### src/source/iir_filter_pkg.sv
package iir_filter_pkg;

	// Data path and gain formats
	localparam int sample_w = 15;
	localparam int gain_w = 25;
	localparam int frac_bits = 6;

	// Number of past states held in the delay line
	localparam int filter_order = 3;

	localparam int wb_addr_w = 3;
	localparam int wb_data_w = 32;

	// Register map, one word per gain
	typedef enum logic [wb_addr_w-1:0] {
		b0 = 3'd0,
		b1 = 3'd1,
		b2 = 3'd2,
		b3 = 3'd3,
		a1 = 3'd4,
		a2 = 3'd5,
		a3 = 3'd6
	} coef_index_e;

	// Gain k sits at bits [k*gain_w +: gain_w]
	localparam logic [(filter_order+1)*gain_w-1:0] default_num_gains = {
		gain_w'(662),
		gain_w'(-650),
		gain_w'(-221),
		gain_w'(216)
	};

	// a1 in the low slot
	localparam logic [filter_order*gain_w-1:0] default_den_gains = {
		gain_w'(-39),
		gain_w'(-316),
		gain_w'(28)
	};

	// Floor the product by frac_bits and keep the low sample bits
	function automatic logic signed [sample_w-1:0] scale_product(
		input logic signed [sample_w-1:0] sample,
		input logic signed [gain_w-1:0] gain
	);
		logic signed [sample_w+gain_w-1:0] product;
		product = sample * gain;
		return product[frac_bits +: sample_w];
	endfunction

endpackage

### src/source/coefficient_regs.sv
`timescale 1ns/1ps

module coefficient_regs (
	input  logic clk,
	input  logic rst,
	input  logic wb_cyc,
	input  logic wb_stb,
	input  logic wb_we,
	input  logic [iir_filter_pkg::wb_addr_w-1:0] wb_adr,
	input  logic [iir_filter_pkg::wb_data_w-1:0] wb_dat_i,
	output logic [iir_filter_pkg::wb_data_w-1:0] wb_dat_o,
	output logic wb_ack,
	output logic [(iir_filter_pkg::filter_order+1)*iir_filter_pkg::gain_w-1:0] num_gains,
	output logic [iir_filter_pkg::filter_order*iir_filter_pkg::gain_w-1:0] den_gains
);

	// b0..b3 then a1..a3, in register map order
	logic signed [iir_filter_pkg::gain_w-1:0] gains [2*iir_filter_pkg::filter_order+1];
	iir_filter_pkg::coef_index_e coef_sel;
	logic adr_valid;
	logic access;
	logic ack_q;

	assign coef_sel = iir_filter_pkg::coef_index_e'(wb_adr);
	assign adr_valid = (wb_adr <= iir_filter_pkg::a3);

	// New request only when no ack is pending
	assign access = wb_cyc && wb_stb && !ack_q;

	always_ff @(posedge clk or posedge rst) begin
		if (rst) begin
			ack_q <= 1'b0;
		end else begin
			ack_q <= access;
		end
	end

	assign wb_ack = ack_q && wb_stb;

	always_ff @(posedge clk or posedge rst) begin
		if (rst) begin
			for (int i = 0; i <= iir_filter_pkg::filter_order; i++) begin
				gains[int'(iir_filter_pkg::b0) + i] <=
					iir_filter_pkg::default_num_gains[i*iir_filter_pkg::gain_w +: iir_filter_pkg::gain_w];
			end
			for (int i = 0; i < iir_filter_pkg::filter_order; i++) begin
				gains[int'(iir_filter_pkg::a1) + i] <=
					iir_filter_pkg::default_den_gains[i*iir_filter_pkg::gain_w +: iir_filter_pkg::gain_w];
			end
		end else if (access && wb_we && adr_valid) begin
			gains[coef_sel] <= wb_dat_i[iir_filter_pkg::gain_w-1:0];
		end
	end

	// Address is held until ack, so the read mux can stay combinational
	always_comb begin
		if (adr_valid) begin
			wb_dat_o = {
				{(iir_filter_pkg::wb_data_w-iir_filter_pkg::gain_w)
					{gains[coef_sel][iir_filter_pkg::gain_w-1]}},
				gains[coef_sel]
			};
		end else begin
			wb_dat_o = '0;
		end
	end

	for (genvar k = 0; k <= iir_filter_pkg::filter_order; k++) begin : g_num
		assign num_gains[k*iir_filter_pkg::gain_w +: iir_filter_pkg::gain_w] =
			gains[int'(iir_filter_pkg::b0) + k];
	end

	for (genvar k = 0; k < iir_filter_pkg::filter_order; k++) begin : g_den
		assign den_gains[k*iir_filter_pkg::gain_w +: iir_filter_pkg::gain_w] =
			gains[int'(iir_filter_pkg::a1) + k];
	end

endmodule

### src/source/state_chain.sv
`timescale 1ns/1ps

module state_chain (
	input  logic clk,
	input  logic rst,
	input  logic signed [iir_filter_pkg::sample_w-1:0] data,
	input  logic data_en,
	input  logic signed [iir_filter_pkg::sample_w-1:0] den_sum,
	output logic signed [iir_filter_pkg::sample_w-1:0] state_now,
	output logic state_en,
	output logic [iir_filter_pkg::filter_order*iir_filter_pkg::sample_w-1:0] past_states
);

	logic signed [iir_filter_pkg::sample_w-1:0] error;

	// w[n] = x[n] - feedback, wraps at the sample width
	assign error = data - den_sum;

	always_ff @(posedge clk or posedge rst) begin
		if (rst) begin
			state_now <= '0;
			state_en <= 1'b0;
		end else begin
			state_en <= data_en;
			if (data_en) begin
				state_now <= error;
			end
		end
	end

	// Delay line, w[n-1] in the low slot
	always_ff @(posedge clk or posedge rst) begin
		if (rst) begin
			past_states <= '0;
		end else if (state_en) begin
			past_states <= {
				past_states[(iir_filter_pkg::filter_order-1)*iir_filter_pkg::sample_w-1:0],
				state_now
			};
		end
	end

endmodule

### src/source/denominator_feedback.sv
`timescale 1ns/1ps

module denominator_feedback (
	input  logic clk,
	input  logic rst,
	input  logic [iir_filter_pkg::filter_order*iir_filter_pkg::sample_w-1:0] past_states,
	input  logic [iir_filter_pkg::filter_order*iir_filter_pkg::gain_w-1:0] den_gains,
	output logic signed [iir_filter_pkg::sample_w-1:0] den_sum
);

	logic signed [iir_filter_pkg::sample_w-1:0] prod_q [iir_filter_pkg::filter_order];
	logic signed [iir_filter_pkg::sample_w-1:0] sum_next;

	// a_k applied to w[n-k], recomputed every cycle
	always_ff @(posedge clk or posedge rst) begin
		if (rst) begin
			for (int k = 0; k < iir_filter_pkg::filter_order; k++) begin
				prod_q[k] <= '0;
			end
		end else begin
			for (int k = 0; k < iir_filter_pkg::filter_order; k++) begin
				prod_q[k] <= iir_filter_pkg::scale_product(
					past_states[k*iir_filter_pkg::sample_w +: iir_filter_pkg::sample_w],
					den_gains[k*iir_filter_pkg::gain_w +: iir_filter_pkg::gain_w]);
			end
		end
	end

	always_comb begin
		sum_next = '0;
		for (int k = 0; k < iir_filter_pkg::filter_order; k++) begin
			sum_next = sum_next + prod_q[k];
		end
	end

	always_ff @(posedge clk or posedge rst) begin
		if (rst) begin
			den_sum <= '0;
		end else begin
			den_sum <= sum_next;
		end
	end

endmodule

### src/source/numerator_feedforward.sv
`timescale 1ns/1ps

module numerator_feedforward (
	input  logic clk,
	input  logic rst,
	input  logic signed [iir_filter_pkg::sample_w-1:0] state_now,
	input  logic state_en,
	input  logic [iir_filter_pkg::filter_order*iir_filter_pkg::sample_w-1:0] past_states,
	input  logic [(iir_filter_pkg::filter_order+1)*iir_filter_pkg::gain_w-1:0] num_gains,
	output logic signed [iir_filter_pkg::sample_w-1:0] data_out,
	output logic data_out_en
);

	logic signed [iir_filter_pkg::sample_w-1:0] prod_q [iir_filter_pkg::filter_order+1];
	logic prod_en;
	logic signed [iir_filter_pkg::sample_w-1:0] sum_next;

	// Past states are taken here before the delay line shifts
	always_ff @(posedge clk or posedge rst) begin
		if (rst) begin
			prod_en <= 1'b0;
			for (int k = 0; k <= iir_filter_pkg::filter_order; k++) begin
				prod_q[k] <= '0;
			end
		end else begin
			prod_en <= state_en;
			if (state_en) begin
				prod_q[0] <= iir_filter_pkg::scale_product(state_now,
					num_gains[0 +: iir_filter_pkg::gain_w]);
				for (int k = 1; k <= iir_filter_pkg::filter_order; k++) begin
					prod_q[k] <= iir_filter_pkg::scale_product(
						past_states[(k-1)*iir_filter_pkg::sample_w +: iir_filter_pkg::sample_w],
						num_gains[k*iir_filter_pkg::gain_w +: iir_filter_pkg::gain_w]);
				end
			end
		end
	end

	always_comb begin
		sum_next = '0;
		for (int k = 0; k <= iir_filter_pkg::filter_order; k++) begin
			sum_next = sum_next + prod_q[k];
		end
	end

	always_ff @(posedge clk or posedge rst) begin
		if (rst) begin
			data_out <= '0;
			data_out_en <= 1'b0;
		end else begin
			data_out_en <= prod_en;
			if (prod_en) begin
				data_out <= sum_next;
			end
		end
	end

endmodule

### src/source/iir_filter.sv
`timescale 1ns/1ps

module iir_filter (
	input  logic clk,
	input  logic rst,
	input  logic signed [iir_filter_pkg::sample_w-1:0] data,
	input  logic data_en,
	input  logic wb_cyc,
	input  logic wb_stb,
	input  logic wb_we,
	input  logic [iir_filter_pkg::wb_addr_w-1:0] wb_adr,
	input  logic [iir_filter_pkg::wb_data_w-1:0] wb_dat_i,
	output logic [iir_filter_pkg::wb_data_w-1:0] wb_dat_o,
	output logic wb_ack,
	output logic signed [iir_filter_pkg::sample_w-1:0] data_out,
	output logic data_out_en
);

	logic [(iir_filter_pkg::filter_order+1)*iir_filter_pkg::gain_w-1:0] num_gains;
	logic [iir_filter_pkg::filter_order*iir_filter_pkg::gain_w-1:0] den_gains;
	logic signed [iir_filter_pkg::sample_w-1:0] state_now;
	logic state_en;
	logic [iir_filter_pkg::filter_order*iir_filter_pkg::sample_w-1:0] past_states;
	logic signed [iir_filter_pkg::sample_w-1:0] den_sum;

	coefficient_regs i_coefficient_regs (
		.clk       (clk),
		.rst       (rst),
		.wb_cyc    (wb_cyc),
		.wb_stb    (wb_stb),
		.wb_we     (wb_we),
		.wb_adr    (wb_adr),
		.wb_dat_i  (wb_dat_i),
		.wb_dat_o  (wb_dat_o),
		.wb_ack    (wb_ack),
		.num_gains (num_gains),
		.den_gains (den_gains)
	);

	// Error subtractor and delay line
	state_chain i_state_chain (
		.clk         (clk),
		.rst         (rst),
		.data        (data),
		.data_en     (data_en),
		.den_sum     (den_sum),
		.state_now   (state_now),
		.state_en    (state_en),
		.past_states (past_states)
	);

	denominator_feedback i_denominator_feedback (
		.clk         (clk),
		.rst         (rst),
		.past_states (past_states),
		.den_gains   (den_gains),
		.den_sum     (den_sum)
	);

	numerator_feedforward i_numerator_feedforward (
		.clk         (clk),
		.rst         (rst),
		.state_now   (state_now),
		.state_en    (state_en),
		.past_states (past_states),
		.num_gains   (num_gains),
		.data_out    (data_out),
		.data_out_en (data_out_en)
	);

endmodule

### config.mk
export PLATFORM = sky130hd
export DESIGN_NAME = iir_filter
export DESIGN_NICKNAME = d
export VERILOG_FILES = /design/src/source/iir_filter_pkg.sv /design/src/source/coefficient_regs.sv /design/src/source/state_chain.sv /design/src/source/denominator_feedback.sv /design/src/source/numerator_feedforward.sv /design/src/source/iir_filter.sv
export SDC_FILE = /design/constraint.sdc
export NUM_CORES = 2
export LEC_CHECK = 0
export BUFFER_PORTS_ARGS = -buffer_cell sky130_fd_sc_hd__buf_2
export CAP_MARGIN = 10
export CORE_MARGIN = 2
export CORE_UTILIZATION = 40
export CTS_CLUSTER_SIZE = 20
export DETAILED_ROUTE_END_ITERATION = 10
export HOLD_SLACK_MARGIN = 0.1
export SKIP_LAST_GASP = 1
export SYNTH_ARGS = -nofsm -noshare
export SYNTH_HDL_FRONTEND = slang
export SYNTH_HIERARCHICAL = 1
export SYNTH_SLANG_ARGS = --single-unit
### constraint.sdc
create_clock -name clk -period 8.1 [get_ports clk]
set_clock_uncertainty 0.2 [all_clocks]
set_input_delay 1.62 -clock clk [delete_from_list [all_inputs] [get_ports clk]]
set_output_delay 1.62 -clock clk [all_outputs]
set_load 0.03 [all_outputs]
== Word level (Yosys, flattened, before mapping) ==
Cells that the tools add are included.
Storage, ports and cells
  register bits: 374
  bits of input ports: 56
Cells by class
  add/sub/neg operators: 6
  multiply operators: 7
  magnitude comparators: 3
  muxes and demuxes: 7
  bitwise logic cells: 1
  reductions and logical operators: 7
Operators with widths (number)
  $bwmux 175: 1
  $mul 15x25->21: 7
  $add 15x15->15: 5
  $bmux 25 s3: 1
  $demux 25 s3: 1
  $mux 25: 3
  $mux 32: 1
  $sub 15x15->15: 1
  $logic_and 1x1->1: 6
  $ge 4x4->1 const B: 1
  $lt 4x1->1 const B: 1
  $not 3->4: 1
  $le 3x3->1 const B: 1
  $logic_not 1->1: 1

== Depth between registers and ports, before layout ==
  depth in word-level cells: 6
  depth in mapped cells: 24

== By module ==
Netlist, hierarchy kept.
By module, submodules not included
  numerator_feedforward: instances 1, cells an instance 3153, area an instance 28335.9 um^2
  denominator_feedback: instances 1, cells an instance 2330, area an instance 20733.6 um^2
  coefficient_regs: instances 1, cells an instance 562, area an instance 8468.1 um^2
  state_chain: instances 1, cells an instance 234, area an instance 2944.1 um^2

== Worst setup path after synthesis ==
OpenSTA, ideal clock, no wires.
  kind: register -> register
  start: register i_state_chain/past_states[31] (netlist name)
  end: register i_numerator_feedforward/prod_q[14] (netlist name)
  data arrival time: 6.003 ns
  required time: 7.775 ns
  setup slack: 1.772 ns
  stages on the path, launching flop included: 25
  period minus slack after synthesis: 6.328 ns
  path through: dfrtp_1 clkbuf_1 clkbuf_1 nand2_1 fa_1 fa_1 inv_1 fa_1 inv_1 fa_1 inv_1 fa_1 inv_1 fa_1 inv_1 ha_1 nand2_1 nor3_1 a21oi_2 a211oi_2 nor3_2 o311ai_4 a21oi_2 xnor2_1 mux2_2
On the way
  longest elaborated chain between the ends: 1
Ends and longest elaborated chain
  start, declared: RTL line state_chain.sv:11  | output logic [iir_filter_pkg::filter_order*iir_filter_pkg::sample_w-1:0] past_states
  start signal, assigned: RTL line state_chain.sv:36  | past_states <= {
  $mul 15x25->21: RTL line iir_filter_pkg.sv:46  | product = sample * gain;
  end signal, assigned by index: RTL line numerator_feedforward.sv:31  | prod_q[k] <= iir_filter_pkg::scale_product(
  end, declared: RTL line numerator_feedforward.sv:14  | logic signed [iir_filter_pkg::sample_w-1:0] prod_q [iir_filter_pkg::filter_order+1];
Every way passes these cells.
A chain may end at the register's enable or synchronous reset.

== Final worst setup path ==
  start: register i_state_chain/past_states[0] (netlist name)
  end: register i_denominator_feedback/prod_q[43] (netlist name)
On the way
  longest elaborated chain between the ends: 1
Ends and longest elaborated chain
  $mul 15x25->21: RTL line iir_filter_pkg.sv:46
  end signal, assigned by index: RTL line denominator_feedback.sv:22  | prod_q[k] <= iir_filter_pkg::scale_product(
  end, declared: RTL line denominator_feedback.sv:11  | logic signed [iir_filter_pkg::sample_w-1:0] prod_q [iir_filter_pkg::filter_order];
Every way passes these cells.

==> results.md <==
- The tree is rooted in a sky130_fd_sc_hd__clkbuf_16.
- The boundary pin count is 105.
- The via count of the first global-routing pass is 45800.
- Setup violations remaining at the end of the flow were counted as 0.
- The minimum clock period after layout is 6.91 ns.
- The placer congestion estimate is 0.932.
- The signal on the critical path passes through buf_4 -> nand2_1 -> fa_1 -> fa_1 -> inv_1 -> fa_1 -> fa_1 -> fa_1 -> inv_1 -> fa_1 -> inv_1 -> ha_1 -> o21ai_0 -> a21oi_1 -> a311oi_1 -> a211oi_1 -> a21o_1 -> a21oi_1 -> xnor2_1.
- Counting cells, the worst reg-to-reg path comes to 19.
- Setup repair after global routing left no endpoint under its margin.
- The worst setup path is launched from a flip-flop.
- The cell seen most often among critical-path stages is sky130_fd_sc_hd__fa_1.
- The final worst-path cycle share is 85.3%.
- Max-cap violations in this run came to 0.
- The required time reported for the critical path endpoint is 8.39 ns.
- The fmax is 0.145 GHz.
- The setup TNS is 0 ns.
- The number of CTS-inserted buffers is 46.
- The number of setup buffers added after CTS is 0.
- The synthesized design spends more area on one cell type than any other, namely sky130_fd_sc_hd__fa_1.
- The clock net in this run drives a total of 374 sinks.
- The beginning of the worst register-to-register path is i_state_chain/past_states[0].
- Leaving out fill and tap cells, the most frequent cell in the layout is sky130_fd_sc_hd__inv_1.
- The cell type of the slowest stage on the worst timing path is sky130_fd_sc_hd__dfrtp_1.
- The fraction of the yosys area taken by sequential cells is 15.7%.
- The die is 393 um tall.
- During synthesis, Yosys emitted a total of 6 warnings.
- The die covers 0.154 sq mm.
- The start-to-end type of the worst setup path is flip-flop to flip-flop.
- The async set-or-reset flop fraction in the synthesized netlist is 100%.
- The half-perimeter wire length of the detailed placement result is 134 mm.
- The share of the synthesized area in the top cell type is 35.3%.
- The routed length per placed instance is 20.8 um.
- The combined global-route utilization of all metal layers is 23.2%.
- The minimum setup slack among reg-to-reg paths is 1.19 ns.
- In the final layout, the share of cells above drive strength 1 is 11.3%.
- The cell count after synthesis is 6279.
- Gates resized during post-CTS repair numbered 0.
- The first TritonRoute pass finished after 6 iterations.
- TritonCTS built the clock tree.
- At the end of the flow, the number of nets in the layout was 7823.
- The largest net degree at the start of global routing is 81.
- The pin slew with the least headroom to its limit is 1.27 ns.
- The clock reaches the later pin of the worst-skew pair after 0.63 ns.
- The distinct cell type count of the synthesized netlist is 87.
- The number of pins with negative max-slew slack in the final report is 0.
- The detail-routed via count per cell is 5.13.
- The buffer depth of the longest clock path is 3.
- The cell area that synthesis handed to floorplanning was 0.0605 sq mm.
- The run finished with clean final reports.
- For this block, the via count after detailed routing is 42600.
- The H-tree generated during clock tree synthesis spans 2 levels.
- The stage delay of the slowest cell on the critical path is 1.00 ns.
- The number of nets handed over by synthesis was 7855.
- The path class of the lowest-slack min-delay path is flip-flop to flip-flop.
- The number of synthesized flops with an enable pin is 0.
- The initial antenna violation count is 19.
- The clock transition at the register clock pins on the worst setup and hold paths after CTS is 0.08 ns.
- At the worst endpoint, the arrival time is 7.19 ns.
- Sorting the synthesized cells by area gives the leading types as sky130_fd_sc_hd__fa_1 (35%), sky130_fd_sc_hd__dfrtp_1 (12%), sky130_fd_sc_hd__ha_1 (9.4%).
- The initial core utilization is 40.3%.
- Compared with the post-synthesis result, the final layout area differs by 6.77%.
- In the layout the commonest cells are sky130_fd_sc_hd__inv_1 (1407), sky130_fd_sc_hd__fa_1 (1066), sky130_fd_sc_hd__nand2_1 (912).
- The placeable core area is 0.150 sq mm.
- The synthesized design contains 374 register bits.
- In the routed design, unresolved DRC markers number 0.
- The global-route congestion overflow total is 0.
- The synthesized area per cell is 9.63 sq um.
- Measured against its own limit, the worst slew margin works out to 15.5%.
- The number of buffers added to fix hold violations after cts is 0.
- In this run the remaining antenna-violating nets after routing total 0.
- The width of the die is 393 um.
- The worst flop-to-flop path endpoint is i_denominator_feedback/prod_q[43].
- The total wire length after detailed routing is 173 mm.
- The number of cells on the worst hold path is 1.
- The largest fanout on the critical path is 19.
- The number of hold violations in the final report is 0.
- The path with the worst hold slack has its endpoint at i_coefficient_regs/ack_q.
- The first global-routing pass estimated 272 mm of wire.
- The number of buffers added on ports is 97.
- The predominant post-synthesis flop cell is sky130_fd_sc_hd__dfrtp_1.
- The start point of the worst hold path is i_coefficient_regs/ack_q.
- The row count is 142.
- The endpoint class of the critical path is a flip-flop.
- The first-iteration detailed-routing DRC count is 2942.
critical path: cells and delay by family (launching register included):
| kind | cells | cell delay (ns) |
|---|---|---|
| AOI/OAI and AO/OA | 6 | 1.41 |
| adders and majority gates | 7 | 3.39 |
| buffers and inverters | 4 | 0.51 |
| and+or+nand+nor | 1 | 0.11 |
| DFF | 1 | 1.00 |
| xor gates and xnor gates | 1 | 0.12 |
area by class of cell:
class                      instances  area, sq um
inverter                        1412         5310
sequential                       374         9490
timing repair buffer             179         1100
fill                           14600        85400
multi-input combinational       4234        44500
antenna                           12         30.0
clock buffer                      64         1360
clock inverter                    21          236
tap                             2016         2520
cells in the mapped netlist (all sizes together), types with 3 or more instances:
cell type and instances:
a211o 3, a211oi 11, a21boi 6, a21o 29, a21oi 70, a221oi 20, a22oi 25, a311oi 3
a31oi 8, a32oi 10, and2 547, and3 13, buf 64, clkbuf 195, dfrtp 280, dfstp 94
fa 1066, ha 454, inv 1412, mux2 311, mux2i 25, nand2 915, nand2b 32, nand3 22
nand3b 6, nand4 9, nand4b 9, nor2 104, nor2b 27, nor3 34, nor3b 9, o2111ai 3
o211a 3, o211ai 12, o21a 18, o21ai 51, o21bai 6, o221ai 8, o311ai 3, o31ai 5
or3 10, xnor2 269, xor2 56
kinds of logic (layout without fill, tap and decap cells):
family,after synthesis,in the layout,synth area share (%)
AO/OA/AOI/OAI,306,306,3.69
XOR/XNOR,325,325,4.71
adder cells (fa/ha/maj),1520,1520,44.7
buffers and inverters,1671,1676,10.7
flip-flops,374,374,15.7
multiplexers,336,336,6.58
other,0,12,0
AND/OR/NAND/NOR,1747,1747,14.0
state kept, by name, summed over array words and instances (netlist names):
name	cells
i_coefficient_regs/num_gains	100
i_coefficient_regs/den_gains	75
i_numerator_feedforward/prod_q	60
i_denominator_feedback/prod_q	45
i_state_chain/past_states	45
i_denominator_feedback/den_sum	15
i_numerator_feedforward/data_out	15
i_state_chain/state_now	15
i_coefficient_regs/ack_q	1
i_numerator_feedforward/data_out_en	1
i_numerator_feedforward/prod_en	1
i_state_chain/state_en	1
how the worst max path moves through the flow:
stage	start	end	slack, ns	cells after the start
global placement	i_state_chain/past_states[33]	i_denominator_feedback/prod_q[14]	1.26	20
floorplan	rst	i_coefficient_regs/ack_q	1.66	1
detailed placement	i_state_chain/past_states[33]	i_denominator_feedback/prod_q[14]	1.27	20
CTS	i_state_chain/past_states[33]	i_denominator_feedback/prod_q[14]	1.17	20
finish	i_state_chain/past_states[0]	i_denominator_feedback/prod_q[43]	1.19	19
global route	i_state_chain/past_states[0]	i_denominator_feedback/prod_q[43]	0.85	19
layer usage:
metal / part of all wire (%) / routed length [um] / GRT usage (%)
met2: 45 / 77900 / 36.5
met1: 43 / 73800 / 31.6
met5: 0.037 / 64 / 0
met4: 4.0 / 6940 / 8.72
met3: 8.0 / 13800 / 4.49
stage by stage:
stage | utilization, % | setup slack (ns) | std cells | hold slack [ns] | instance area (sq um)
after CTS | 43.0 | 1.17 | 8300 | 0.256 | 64500
after floorplan | - | 1.66 | 6279 | 0.152 | 60500
after detailed placement | 42.0 | 1.27 | 8215 | 0.242 | 62900
after global routing | 43.0 | 0.851 | 8302 | 0.293 | 64600
final | 43.1 | 1.19 | 8312 | 0.250 | 64600
after global placement | 42.0 | 1.26 | 8215 | 0.237 | 62900
Power is left out: the tool's default activity adds up to more than one toggle a clock period on the data nets, which glitch-free logic cannot reach.
